<file path="src/source/vmul_config.svh">
`ifndef VMUL_CONFIG_SVH
`define VMUL_CONFIG_SVH

// lanes per transfer.
`define VMUL_PARALLEL 4

// operand and result width.
`define VMUL_DIN_WIDTH 16

// full product width.
`define VMUL_PROD_WIDTH 32

// common binary point, fraction bits.
`define VMUL_ALIGN_FRAC 12

// result fifo entries, also the credit limit.
`define VMUL_QUEUE_DEPTH 8

`endif

</file>
<file path="src/source/fixed_point_pkg.sv">
`include "vmul_config.svh"

package fixed_point_pkg;

    // ~~~~~~~~~~~~~~~~~~~~~~~~~~~~~~~~~~~~~~~
    // lane scalars.
    // ~~~~~~~~~~~~~~~~~~~~~~~~~~~~~~~~~~~~~~~

    // input operand, point set per vector.
    typedef logic signed [`VMUL_DIN_WIDTH-1:0] operand_t;

    // product of two Q.12 values, so Q.24.
    typedef logic signed [`VMUL_PROD_WIDTH-1:0] product_t;

    // requantized output, Q.12.
    typedef logic signed [`VMUL_DIN_WIDTH-1:0] result_t;

    // ~~~~~~~~~~~~~~~~~~~~~~~~~~~~~~~~~~~~~~~
    // lane vectors, lane 0 in the low bits.
    // ~~~~~~~~~~~~~~~~~~~~~~~~~~~~~~~~~~~~~~~

    typedef operand_t [`VMUL_PARALLEL-1:0] operand_vec_t;
    typedef product_t [`VMUL_PARALLEL-1:0] product_vec_t;
    typedef result_t [`VMUL_PARALLEL-1:0] result_vec_t;

endpackage

</file>
<file path="src/source/vmul_ctrl_pkg.sv">
package vmul_ctrl_pkg;

    // fraction bit count of an input vector, 0 to 15.
    typedef logic [3:0] point_t;

    // requantize mode for the Q.24 product.
    // op_round adds half an lsb before the arithmetic shift.
    // op_trunc shifts only, so it rounds toward minus infinity.
    typedef enum logic {
        op_round = 1'b0,
        op_trunc = 1'b1
    } round_op_e;

endpackage

</file>
<file path="src/source/point_align.sv">
`timescale 1ns/1ns

`include "vmul_config.svh"

module point_align (
    input  logic                         clk,
    input  logic                         rst_n,
    input  logic                         in_valid,
    input  logic                         in_ready,
    input  fixed_point_pkg::operand_vec_t in_a,
    input  fixed_point_pkg::operand_vec_t in_b,
    input  vmul_ctrl_pkg::point_t        a_point,
    input  vmul_ctrl_pkg::point_t        b_point,
    input  vmul_ctrl_pkg::round_op_e     op,
    output logic                         al_valid,
    output fixed_point_pkg::operand_vec_t al_a,
    output fixed_point_pkg::operand_vec_t al_b,
    output vmul_ctrl_pkg::round_op_e     al_op
);
    import fixed_point_pkg::*;
    import vmul_ctrl_pkg::*;

    localparam int W      = `VMUL_DIN_WIDTH;
    localparam int FRAC   = `VMUL_ALIGN_FRAC;
    localparam int WIDE_W = W + FRAC;

    localparam logic signed [WIDE_W-1:0] OP_MAX = (1 <<< (W - 1)) - 1;
    localparam logic signed [WIDE_W-1:0] OP_MIN = -(1 <<< (W - 1));

    logic         accept;
    operand_vec_t a_aligned;
    operand_vec_t b_aligned;

    // move one value to Q.12.
    function automatic operand_t align(input operand_t v, input point_t pt);
        logic signed [WIDE_W-1:0] wide;
        wide = v;
        if (pt < FRAC) begin
            wide = wide <<< (FRAC - pt);
            if (wide > OP_MAX)
                return OP_MAX[W-1:0];
            if (wide < OP_MIN)
                return OP_MIN[W-1:0];
            return wide[W-1:0];
        end
        return v >>> (pt - FRAC);
    endfunction

    assign accept = in_valid & in_ready;

    always_comb begin
        for (int i = 0; i < `VMUL_PARALLEL; i++) begin
            a_aligned[i] = align(in_a[i], a_point);
            b_aligned[i] = align(in_b[i], b_point);
        end
    end

    always_ff @(posedge clk) begin
        if (!rst_n)
            al_valid <= 1'b0;
        else
            al_valid <= accept;
    end

    // idle cycles feed zeros into the multipliers.
    always_ff @(posedge clk) begin
        if (accept) begin
            al_a  <= a_aligned;
            al_b  <= b_aligned;
            al_op <= op;
        end else begin
            al_a <= '0;
            al_b <= '0;
        end
    end

endmodule

</file>
<file path="src/source/dsp48_mult.sv">
`timescale 1ns/1ns

module dsp48_mult (
    input  logic                      clk,
    input  logic                      rst_n,
    input  logic                      din_valid,
    input  fixed_point_pkg::operand_t din1,
    input  fixed_point_pkg::operand_t din2,
    output fixed_point_pkg::product_t dout,
    output logic                      dout_valid
);
    import fixed_point_pkg::*;

    // a and b input regs, m and p output regs.
    operand_t din1_r0;
    operand_t din1_r1;
    operand_t din2_r0;
    operand_t din2_r1;
    product_t prod_r0;
    product_t prod_r1;

    logic [3:0] valid_sr;

    assign dout       = prod_r1;
    assign dout_valid = valid_sr[3];

    always_ff @(posedge clk) begin
        if (!rst_n)
            valid_sr <= '0;
        else
            valid_sr <= {valid_sr[2:0], din_valid};
    end

    always_ff @(posedge clk) begin
        din1_r0 <= din_valid ? din1 : '0;
        din2_r0 <= din_valid ? din2 : '0;
        din1_r1 <= din1_r0;
        din2_r1 <= din2_r0;
        prod_r0 <= din1_r1 * din2_r1;
        prod_r1 <= prod_r0;
    end

endmodule

</file>
<file path="src/source/parallel_mult.sv">
`timescale 1ns/1ns

`include "vmul_config.svh"

module parallel_mult (
    input  logic                          clk,
    input  logic                          rst_n,
    input  logic                          din_valid,
    input  fixed_point_pkg::operand_vec_t din1,
    input  fixed_point_pkg::operand_vec_t din2,
    output fixed_point_pkg::product_vec_t dout,
    output logic                          dout_valid
);

    logic [`VMUL_PARALLEL-1:0] lane_valid;

    // ~~~~~~~~~~~~~~~~~~~~~~~~~~~~~~~~~~~~~~~
    // one multiplier per lane.
    // ~~~~~~~~~~~~~~~~~~~~~~~~~~~~~~~~~~~~~~~

    for (genvar i = 0; i < `VMUL_PARALLEL; i++) begin : g_lane
        dsp48_mult dsp48_mult_i (
            .clk        (clk),
            .rst_n      (rst_n),
            .din_valid  (din_valid),
            .din1       (din1[i]),
            .din2       (din2[i]),
            .dout       (dout[i]),
            .dout_valid (lane_valid[i])
        );
    end

    // lanes run in lockstep, so this is lane 0's valid.
    assign dout_valid = &lane_valid;

endmodule

</file>
<file path="src/source/result_queue.sv">
`timescale 1ns/1ns

`include "vmul_config.svh"

module result_queue (
    input  logic                          clk,
    input  logic                          rst_n,
    input  logic                          al_valid,
    input  vmul_ctrl_pkg::round_op_e      al_op,
    input  logic                          prod_valid,
    input  fixed_point_pkg::product_vec_t prod,
    output logic                          in_ready,
    output logic                          out_valid,
    input  logic                          out_ready,
    output fixed_point_pkg::result_vec_t  out_data
);
    import fixed_point_pkg::*;
    import vmul_ctrl_pkg::*;

    localparam int QD    = `VMUL_QUEUE_DEPTH;
    localparam int PTR_W = $clog2(QD);
    localparam int CNT_W = $clog2(QD + 1);
    localparam int PW    = `VMUL_PROD_WIDTH;
    localparam int RW    = `VMUL_DIN_WIDTH;
    localparam int DROP  = `VMUL_ALIGN_FRAC;

    localparam logic signed [PW:0] HALF    = 1 <<< (DROP - 1);
    localparam logic signed [PW:0] RES_MAX = (1 <<< (RW - 1)) - 1;
    localparam logic signed [PW:0] RES_MIN = -(1 <<< (RW - 1));

    round_op_e        op_mem [QD];
    logic [PTR_W-1:0] op_wr_ptr;
    logic [PTR_W-1:0] op_rd_ptr;
    round_op_e        head_op;

    result_vec_t      rq_data;
    logic             rq_valid;

    result_vec_t      fifo_mem [QD];
    logic [PTR_W-1:0] wr_ptr;
    logic [PTR_W-1:0] rd_ptr;
    logic [CNT_W-1:0] fifo_count;
    logic [CNT_W-1:0] inflight;
    logic [CNT_W:0]   credit_used;
    logic             pop;

    function automatic logic [PTR_W-1:0] next_ptr(input logic [PTR_W-1:0] p);
        return (p == PTR_W'(QD - 1)) ? '0 : p + 1'b1;
    endfunction

    // Q.24 down to Q.12, then clamp.
    function automatic result_t requant(input product_t p, input round_op_e rop);
        logic signed [PW:0] biased;
        logic signed [PW:0] shifted;
        biased = p;
        if (rop == op_round)
            biased = biased + HALF;
        shifted = biased >>> DROP;
        if (shifted > RES_MAX)
            return RES_MAX[RW-1:0];
        if (shifted < RES_MIN)
            return RES_MIN[RW-1:0];
        return shifted[RW-1:0];
    endfunction

    // ~~~~~~~~~~~~~~~~~~~~~~~~~~~~~~~~~~~~~~~
    // opcode side queue, order matches pipe.
    // ~~~~~~~~~~~~~~~~~~~~~~~~~~~~~~~~~~~~~~~

    always_ff @(posedge clk) begin
        if (al_valid)
            op_mem[op_wr_ptr] <= al_op;
    end

    always_ff @(posedge clk) begin
        if (!rst_n) begin
            op_wr_ptr <= '0;
            op_rd_ptr <= '0;
        end else begin
            if (al_valid)
                op_wr_ptr <= next_ptr(op_wr_ptr);
            if (prod_valid)
                op_rd_ptr <= next_ptr(op_rd_ptr);
        end
    end

    assign head_op = op_mem[op_rd_ptr];

    // requantize stage.
    always_ff @(posedge clk) begin
        if (!rst_n)
            rq_valid <= 1'b0;
        else
            rq_valid <= prod_valid;
    end

    always_ff @(posedge clk) begin
        if (prod_valid) begin
            for (int i = 0; i < `VMUL_PARALLEL; i++)
                rq_data[i] <= requant(prod[i], head_op);
        end
    end

    // ~~~~~~~~~~~~~~~~~~~~~~~~~~~~~~~~~~~~~~~
    // result fifo and credits.
    // ~~~~~~~~~~~~~~~~~~~~~~~~~~~~~~~~~~~~~~~

    assign pop       = out_valid & out_ready;
    assign out_valid = (fifo_count != '0);
    assign out_data  = fifo_mem[rd_ptr];

    always_ff @(posedge clk) begin
        if (rq_valid)
            fifo_mem[wr_ptr] <= rq_data;
    end

    always_ff @(posedge clk) begin
        if (!rst_n) begin
            wr_ptr     <= '0;
            rd_ptr     <= '0;
            fifo_count <= '0;
            inflight   <= '0;
        end else begin
            if (rq_valid)
                wr_ptr <= next_ptr(wr_ptr);
            if (pop)
                rd_ptr <= next_ptr(rd_ptr);
            fifo_count <= fifo_count + CNT_W'(rq_valid) - CNT_W'(pop);
            inflight   <= inflight + CNT_W'(al_valid) - CNT_W'(rq_valid);
        end
    end

    // al_valid covers the transfer accepted on the last edge.
    assign credit_used = fifo_count + inflight + (CNT_W + 1)'(al_valid);
    assign in_ready    = (credit_used < QD);

endmodule

</file>
<file path="src/source/vmul_top.sv">
`timescale 1ns/1ns

module vmul_top (
    input  logic                          clk,
    input  logic                          rst_n,
    input  logic                          in_valid,
    output logic                          in_ready,
    input  fixed_point_pkg::operand_vec_t in_a,
    input  fixed_point_pkg::operand_vec_t in_b,
    input  vmul_ctrl_pkg::point_t         a_point,
    input  vmul_ctrl_pkg::point_t         b_point,
    input  vmul_ctrl_pkg::round_op_e      op,
    output logic                          out_valid,
    input  logic                          out_ready,
    output fixed_point_pkg::result_vec_t  out_data
);
    import fixed_point_pkg::*;
    import vmul_ctrl_pkg::*;

    logic         al_valid;
    operand_vec_t al_a;
    operand_vec_t al_b;
    round_op_e    al_op;
    logic         prod_valid;
    product_vec_t prod;

    // ~~~~~~~~~~~~~~~~~~~~~~~~~~~~~~~~~~~~~~~
    // align, multiply, requantize.
    // ~~~~~~~~~~~~~~~~~~~~~~~~~~~~~~~~~~~~~~~

    point_align point_align_i (
        .clk      (clk),
        .rst_n    (rst_n),
        .in_valid (in_valid),
        .in_ready (in_ready),
        .in_a     (in_a),
        .in_b     (in_b),
        .a_point  (a_point),
        .b_point  (b_point),
        .op       (op),
        .al_valid (al_valid),
        .al_a     (al_a),
        .al_b     (al_b),
        .al_op    (al_op)
    );

    parallel_mult parallel_mult_i (
        .clk        (clk),
        .rst_n      (rst_n),
        .din_valid  (al_valid),
        .din1       (al_a),
        .din2       (al_b),
        .dout       (prod),
        .dout_valid (prod_valid)
    );

    // owns the credit count, so it drives in_ready.
    result_queue result_queue_i (
        .clk        (clk),
        .rst_n      (rst_n),
        .al_valid   (al_valid),
        .al_op      (al_op),
        .prod_valid (prod_valid),
        .prod       (prod),
        .in_ready   (in_ready),
        .out_valid  (out_valid),
        .out_ready  (out_ready),
        .out_data   (out_data)
    );

endmodule

</file>
<file path="config.mk">
export PLATFORM = sky130hd
export DESIGN_NAME = vmul_top
export DESIGN_NICKNAME = d
export VERILOG_FILES = /design/src/source/fixed_point_pkg.sv /design/src/source/vmul_ctrl_pkg.sv /design/src/source/point_align.sv /design/src/source/dsp48_mult.sv /design/src/source/parallel_mult.sv /design/src/source/result_queue.sv /design/src/source/vmul_top.sv
export VERILOG_INCLUDE_DIRS = /design/src /design/src/source
export SDC_FILE = /design/constraint.sdc
export NUM_CORES = 2
export LEC_CHECK = 0
export ABC_AREA = 1
export BUFFER_PORTS_ARGS = -buffer_cell sky130_fd_sc_hd__buf_2
export CORE_MARGIN = 8
export CORE_UTILIZATION = 55
export CTS_CLUSTER_DIAMETER = 200
export DETAILED_ROUTE_END_ITERATION = 8
export GPL_TIMING_DRIVEN = 0
export PLACE_DENSITY = 0.75
export SYNTH_ARGS = -nofsm -noshare
export SYNTH_HDL_FRONTEND = slang
export SYNTH_HIERARCHICAL = 1
export SYNTH_SLANG_ARGS = --single-unit
</file>
<file path="constraint.sdc">
create_clock -name clk -period 10.6 [get_ports clk]
set_input_delay 0.53 -clock clk [delete_from_list [all_inputs] [get_ports clk]]
set_output_delay 0.53 -clock clk [all_outputs]
set_load 0.05 [all_outputs]
</file>
==> insert_results.sql <==
INSERT INTO impl_metrics (metric_group, metric, value, unit) VALUES
('cells_and_area', 'drive_gt1_frac', '0.0530', ''),
('clock_tree', 'cts.clk_slew.worst_paths', '60', 'ps'),
('power', 'pwr-share-comb', '0.374', ''),
('sta', 'report.final.setup_viol', '0', ''),
('sta', 'min_period_over_period', '0.680', ''),
('detailed_routing', 'route.detailed.drc', '0', ''),
('sta', 'timing_worst_slew_pin_value', '1050', 'ps'),
('detailed_routing', 'final_antenna_net_count', '0', ''),
('sta', 'setup-tns-final', '0', 'ps'),
('clock_tree', 'clock_tree.root_cell', 'sky130_fd_sc_hd__clkbuf_16', ''),
('worst_setup_path', 'worst-endpoint-arrival', '7780', 'ps'),
('worst_setup_path', 'critical_path.n_buffers_inverters', '7', ''),
('detailed_routing', 'route.detailed.vias_per_inst', '5.46', ''),
('sta', 'finalWorstPathRequiredPeriod', '7210', 'ps'),
('power', 'share_seq_of_total_power', '0.372', ''),
('power', 'power.share.clock', '0.254', ''),
('worst_setup_path', 'timing.critical_path.from', 'parallel_mult_i/g_lane[3].dsp48_mult_i/din2_r1[6]$_DFF_P_', ''),
('yosys', 'yosysWarnings', '6', ''),
('detailed_routing', 'drt_first_pass_iters', '9', ''),
('global_route', 'grt_util_all_layers', '0.333', ''),
('clock_tree', 'worstSkewPairLatency', '750', 'ps'),
('worst_setup_path', 'worstPathMaxFanout', '10', ''),
('power', 'power.density', '137', 'nW/um2'),
('outcome', 'run_status', 'completed', ''),
('cells_and_area', 'layout_stage_area_growth_over_the_synthesis_result', '7.97', '%'),
('die', 'chip_height', '442', 'um'),
('die', 'boundaryPins', '207', ''),
('placed_design', 'dp_hpwl', '267', 'mm'),
('global_route', 'layer_with_the_highest_usage', 'met2', ''),
('min_path', 'timing.hold.worst.start', 'in_b[31]', ''),
('worst_setup_path', 'timing.critical_path.required', '11180', 'ps'),
('worst_setup_path', 'start_kind', 'flip-flop', ''),
('detailed_routing', 'wl_per_cell', '20.7', 'um'),
('run', 'cap_violations', '0', ''),
('yosys', 'synth_fp_nets', '14600', ''),
('global_route', 'maximum_number_of_pins_on_one_net_before_global_route_repair', '33', ''),
('die', 'initial_core_util', '0.552', ''),
('global_route', 'grt_overflow', '0', ''),
('sta', 'maxSlewViolCount', '0', ''),
('detailed_routing', 'dr_total_vias', '86500', ''),
('placed_design', 'io_buffers', '204', ''),
('worst_setup_path', 'cpPeakStageDelay', '860', 'ps'),
('cells_and_area', 'design.final.nets', '14900', ''),
('power', 'total_power', '0.0148', 'W'),
('die', 'die_w', '442', 'um'),
('die', 'floorplan.core_area', '180000', 'um2'),
('sta', 'fmaxAchievable', '139', 'MHz'),
('die', 'std_cell_rows', '156', ''),
('global_route', 'grt_use_met2', '0.538', ''),
('power', 'ir_drop', '0.173', 'mV'),
('worst_setup_path', 'crit_slowest_cell', 'sky130_fd_sc_hd__fa_1', ''),
('global_route', 'met3_layer_usage_reported_by_global_route', '0.0613', ''),
('sta', 'final.setup_skew', '60.4', 'ps'),
('power', 'intPower', '0.00873', 'W'),
('detailed_routing', 'drt-total-wl', '328', 'mm'),
('clock_tree', 'cts_buffer_depth', '3', ''),
('power', 'power.static_leakage', '55.7', 'nW'),
('global_route', 'antenna_found_initial', '2', ''),
('clock_tree', 'cts_tree', 'done', ''),
('worst_setup_path', 'critPathMostFrequentCell', 'sky130_fd_sc_hd__fa_1', ''),
('clock_tree', 'cts_inserted_buffers', '104', ''),
('sta', 'hold_fails_final_rpt', '0', ''),
('worst_setup_path', 'r2r-start', 'parallel_mult_i/g_lane[3].dsp48_mult_i/din2_r1[6]$_DFF_P_', ''),
('cells_and_area', 'layout_commonest_cell', 'sky130_fd_sc_hd__nand2_1', ''),
('clock_tree', 'cts.sink_count', '1181', ''),
('worst_setup_path', 'critPathCaptureType', 'flip-flop', ''),
('global_route', 'first_global_vias', '85800', ''),
('power', 'swShare', '0.409', ''),
('worst_setup_path', 'criticalPathCategory', 'reg2reg', ''),
('yosys', 'postSynthAreaPerCell', '7.63', 'um2'),
('die', 'die_area', '195000', 'um2');
[cell type report]
type / instances / area (um2)
sequential: 1181 / 29500
antenna: 2 / 5.00
inverter: 2615 / 9820
clock inverter: 63 / 664
fill: 16700 / 72800
tap: 2370 / 2970
clock buffer: 131 / 2820
timing repair buffer: 225 / 1410
multi-input combinational: 8606 / 57600
buffer: 654 / 2810
[registers in the layout, summed over array words and instances (netlist names), 4 cells and up, named ones only]
register and cells:
point_align_i/al_a 64, result_queue_i/fifo_mem 512, parallel_mult_i/g_lane.dsp48_mult_i/prod_r0 84, result_queue_i/rq_data 64, parallel_mult_i/g_lane.dsp48_mult_i/valid_sr 16, parallel_mult_i/g_lane.dsp48_mult_i/dout 84, result_queue_i/op_mem 8, parallel_mult_i/g_lane.dsp48_mult_i/din1_r1 64
parallel_mult_i/g_lane.dsp48_mult_i/din2_r1 64, parallel_mult_i/g_lane.dsp48_mult_i/din2_r0 64, parallel_mult_i/g_lane.dsp48_mult_i/din1_r0 64, result_queue_i/fifo_count 4, point_align_i/al_b 64, result_queue_i/inflight 4
[tightest hold or removal path: cells and delay by family]
family / cells / cell delay [ps]
buffers and inverters: 1 / 170
AOI/OAI and AO/OA: 1 / 90
and+or+nand+nor: 1 / 80
[per-stage QoR]
step            util  setup slack, ps  instance area (um2)  hold WS [ps]  std cells
4_1_cts        0.596             3430               108000           138      15800
5_1_grt        0.596             2950               108000           188      15800
6_report       0.596             3390               108000           211      15800
3_5_place_dp   0.577             3490               104000           312      15700
3_3_place_gp   0.574             2380               104000           310      15600
2_1_floorplan      -             4750                99600           310      13100
[power by group through the flow]
stage / Sequential [W] / Combinational, W / Clock [W]
floorplan: 0.00547 / 0.00348 / 0
global placement: 0.00558 / 0.00537 / 0
detailed placement: 0.00560 / 0.00540 / 0
CTS: 0.00550 / 0.00543 / 0.00383
global route: 0.00553 / 0.00594 / 0.00401
finish: 0.00549 / 0.00552 / 0.00376
[worst paths after layout]
| check | to | slack [ps] | depth (start not counted) |
|---|---|---|---|
| worst min register to register | parallel_mult_i/g_lane[1].dsp48_mult_i/din1_r1[12]$_DFF_P_ | 310 | 0 |
| worst min-delay path | point_align_i/al_b[31]$_SDFF_PN0_ | 210 | 3 |
| worst max-delay path | parallel_mult_i/g_lane[3].dsp48_mult_i/prod_r0[28]$_DFF_P_ | 3390 | 22 |
| worst max register to register | parallel_mult_i/g_lane[3].dsp48_mult_i/prod_r0[28]$_DFF_P_ | 3390 | 22 |
[per-layer routing]
| layer | wire [um] | up-vias |
|---|---|---|
| met3 | 31400 | 785 |
| li1 | - | 40500 |
| met4 | 17700 | 2 |
| met1 | 131000 | 40700 |
| met5 | 18 | - |
| met2 | 147000 | 4433 |
[what timing repair did]
item                      4_1_cts  5_1_grt
hold buffers                    1        0
gates resized for setup         0        0
hold endpoints to repair        1        0
(Power assumes the default switching activity.)
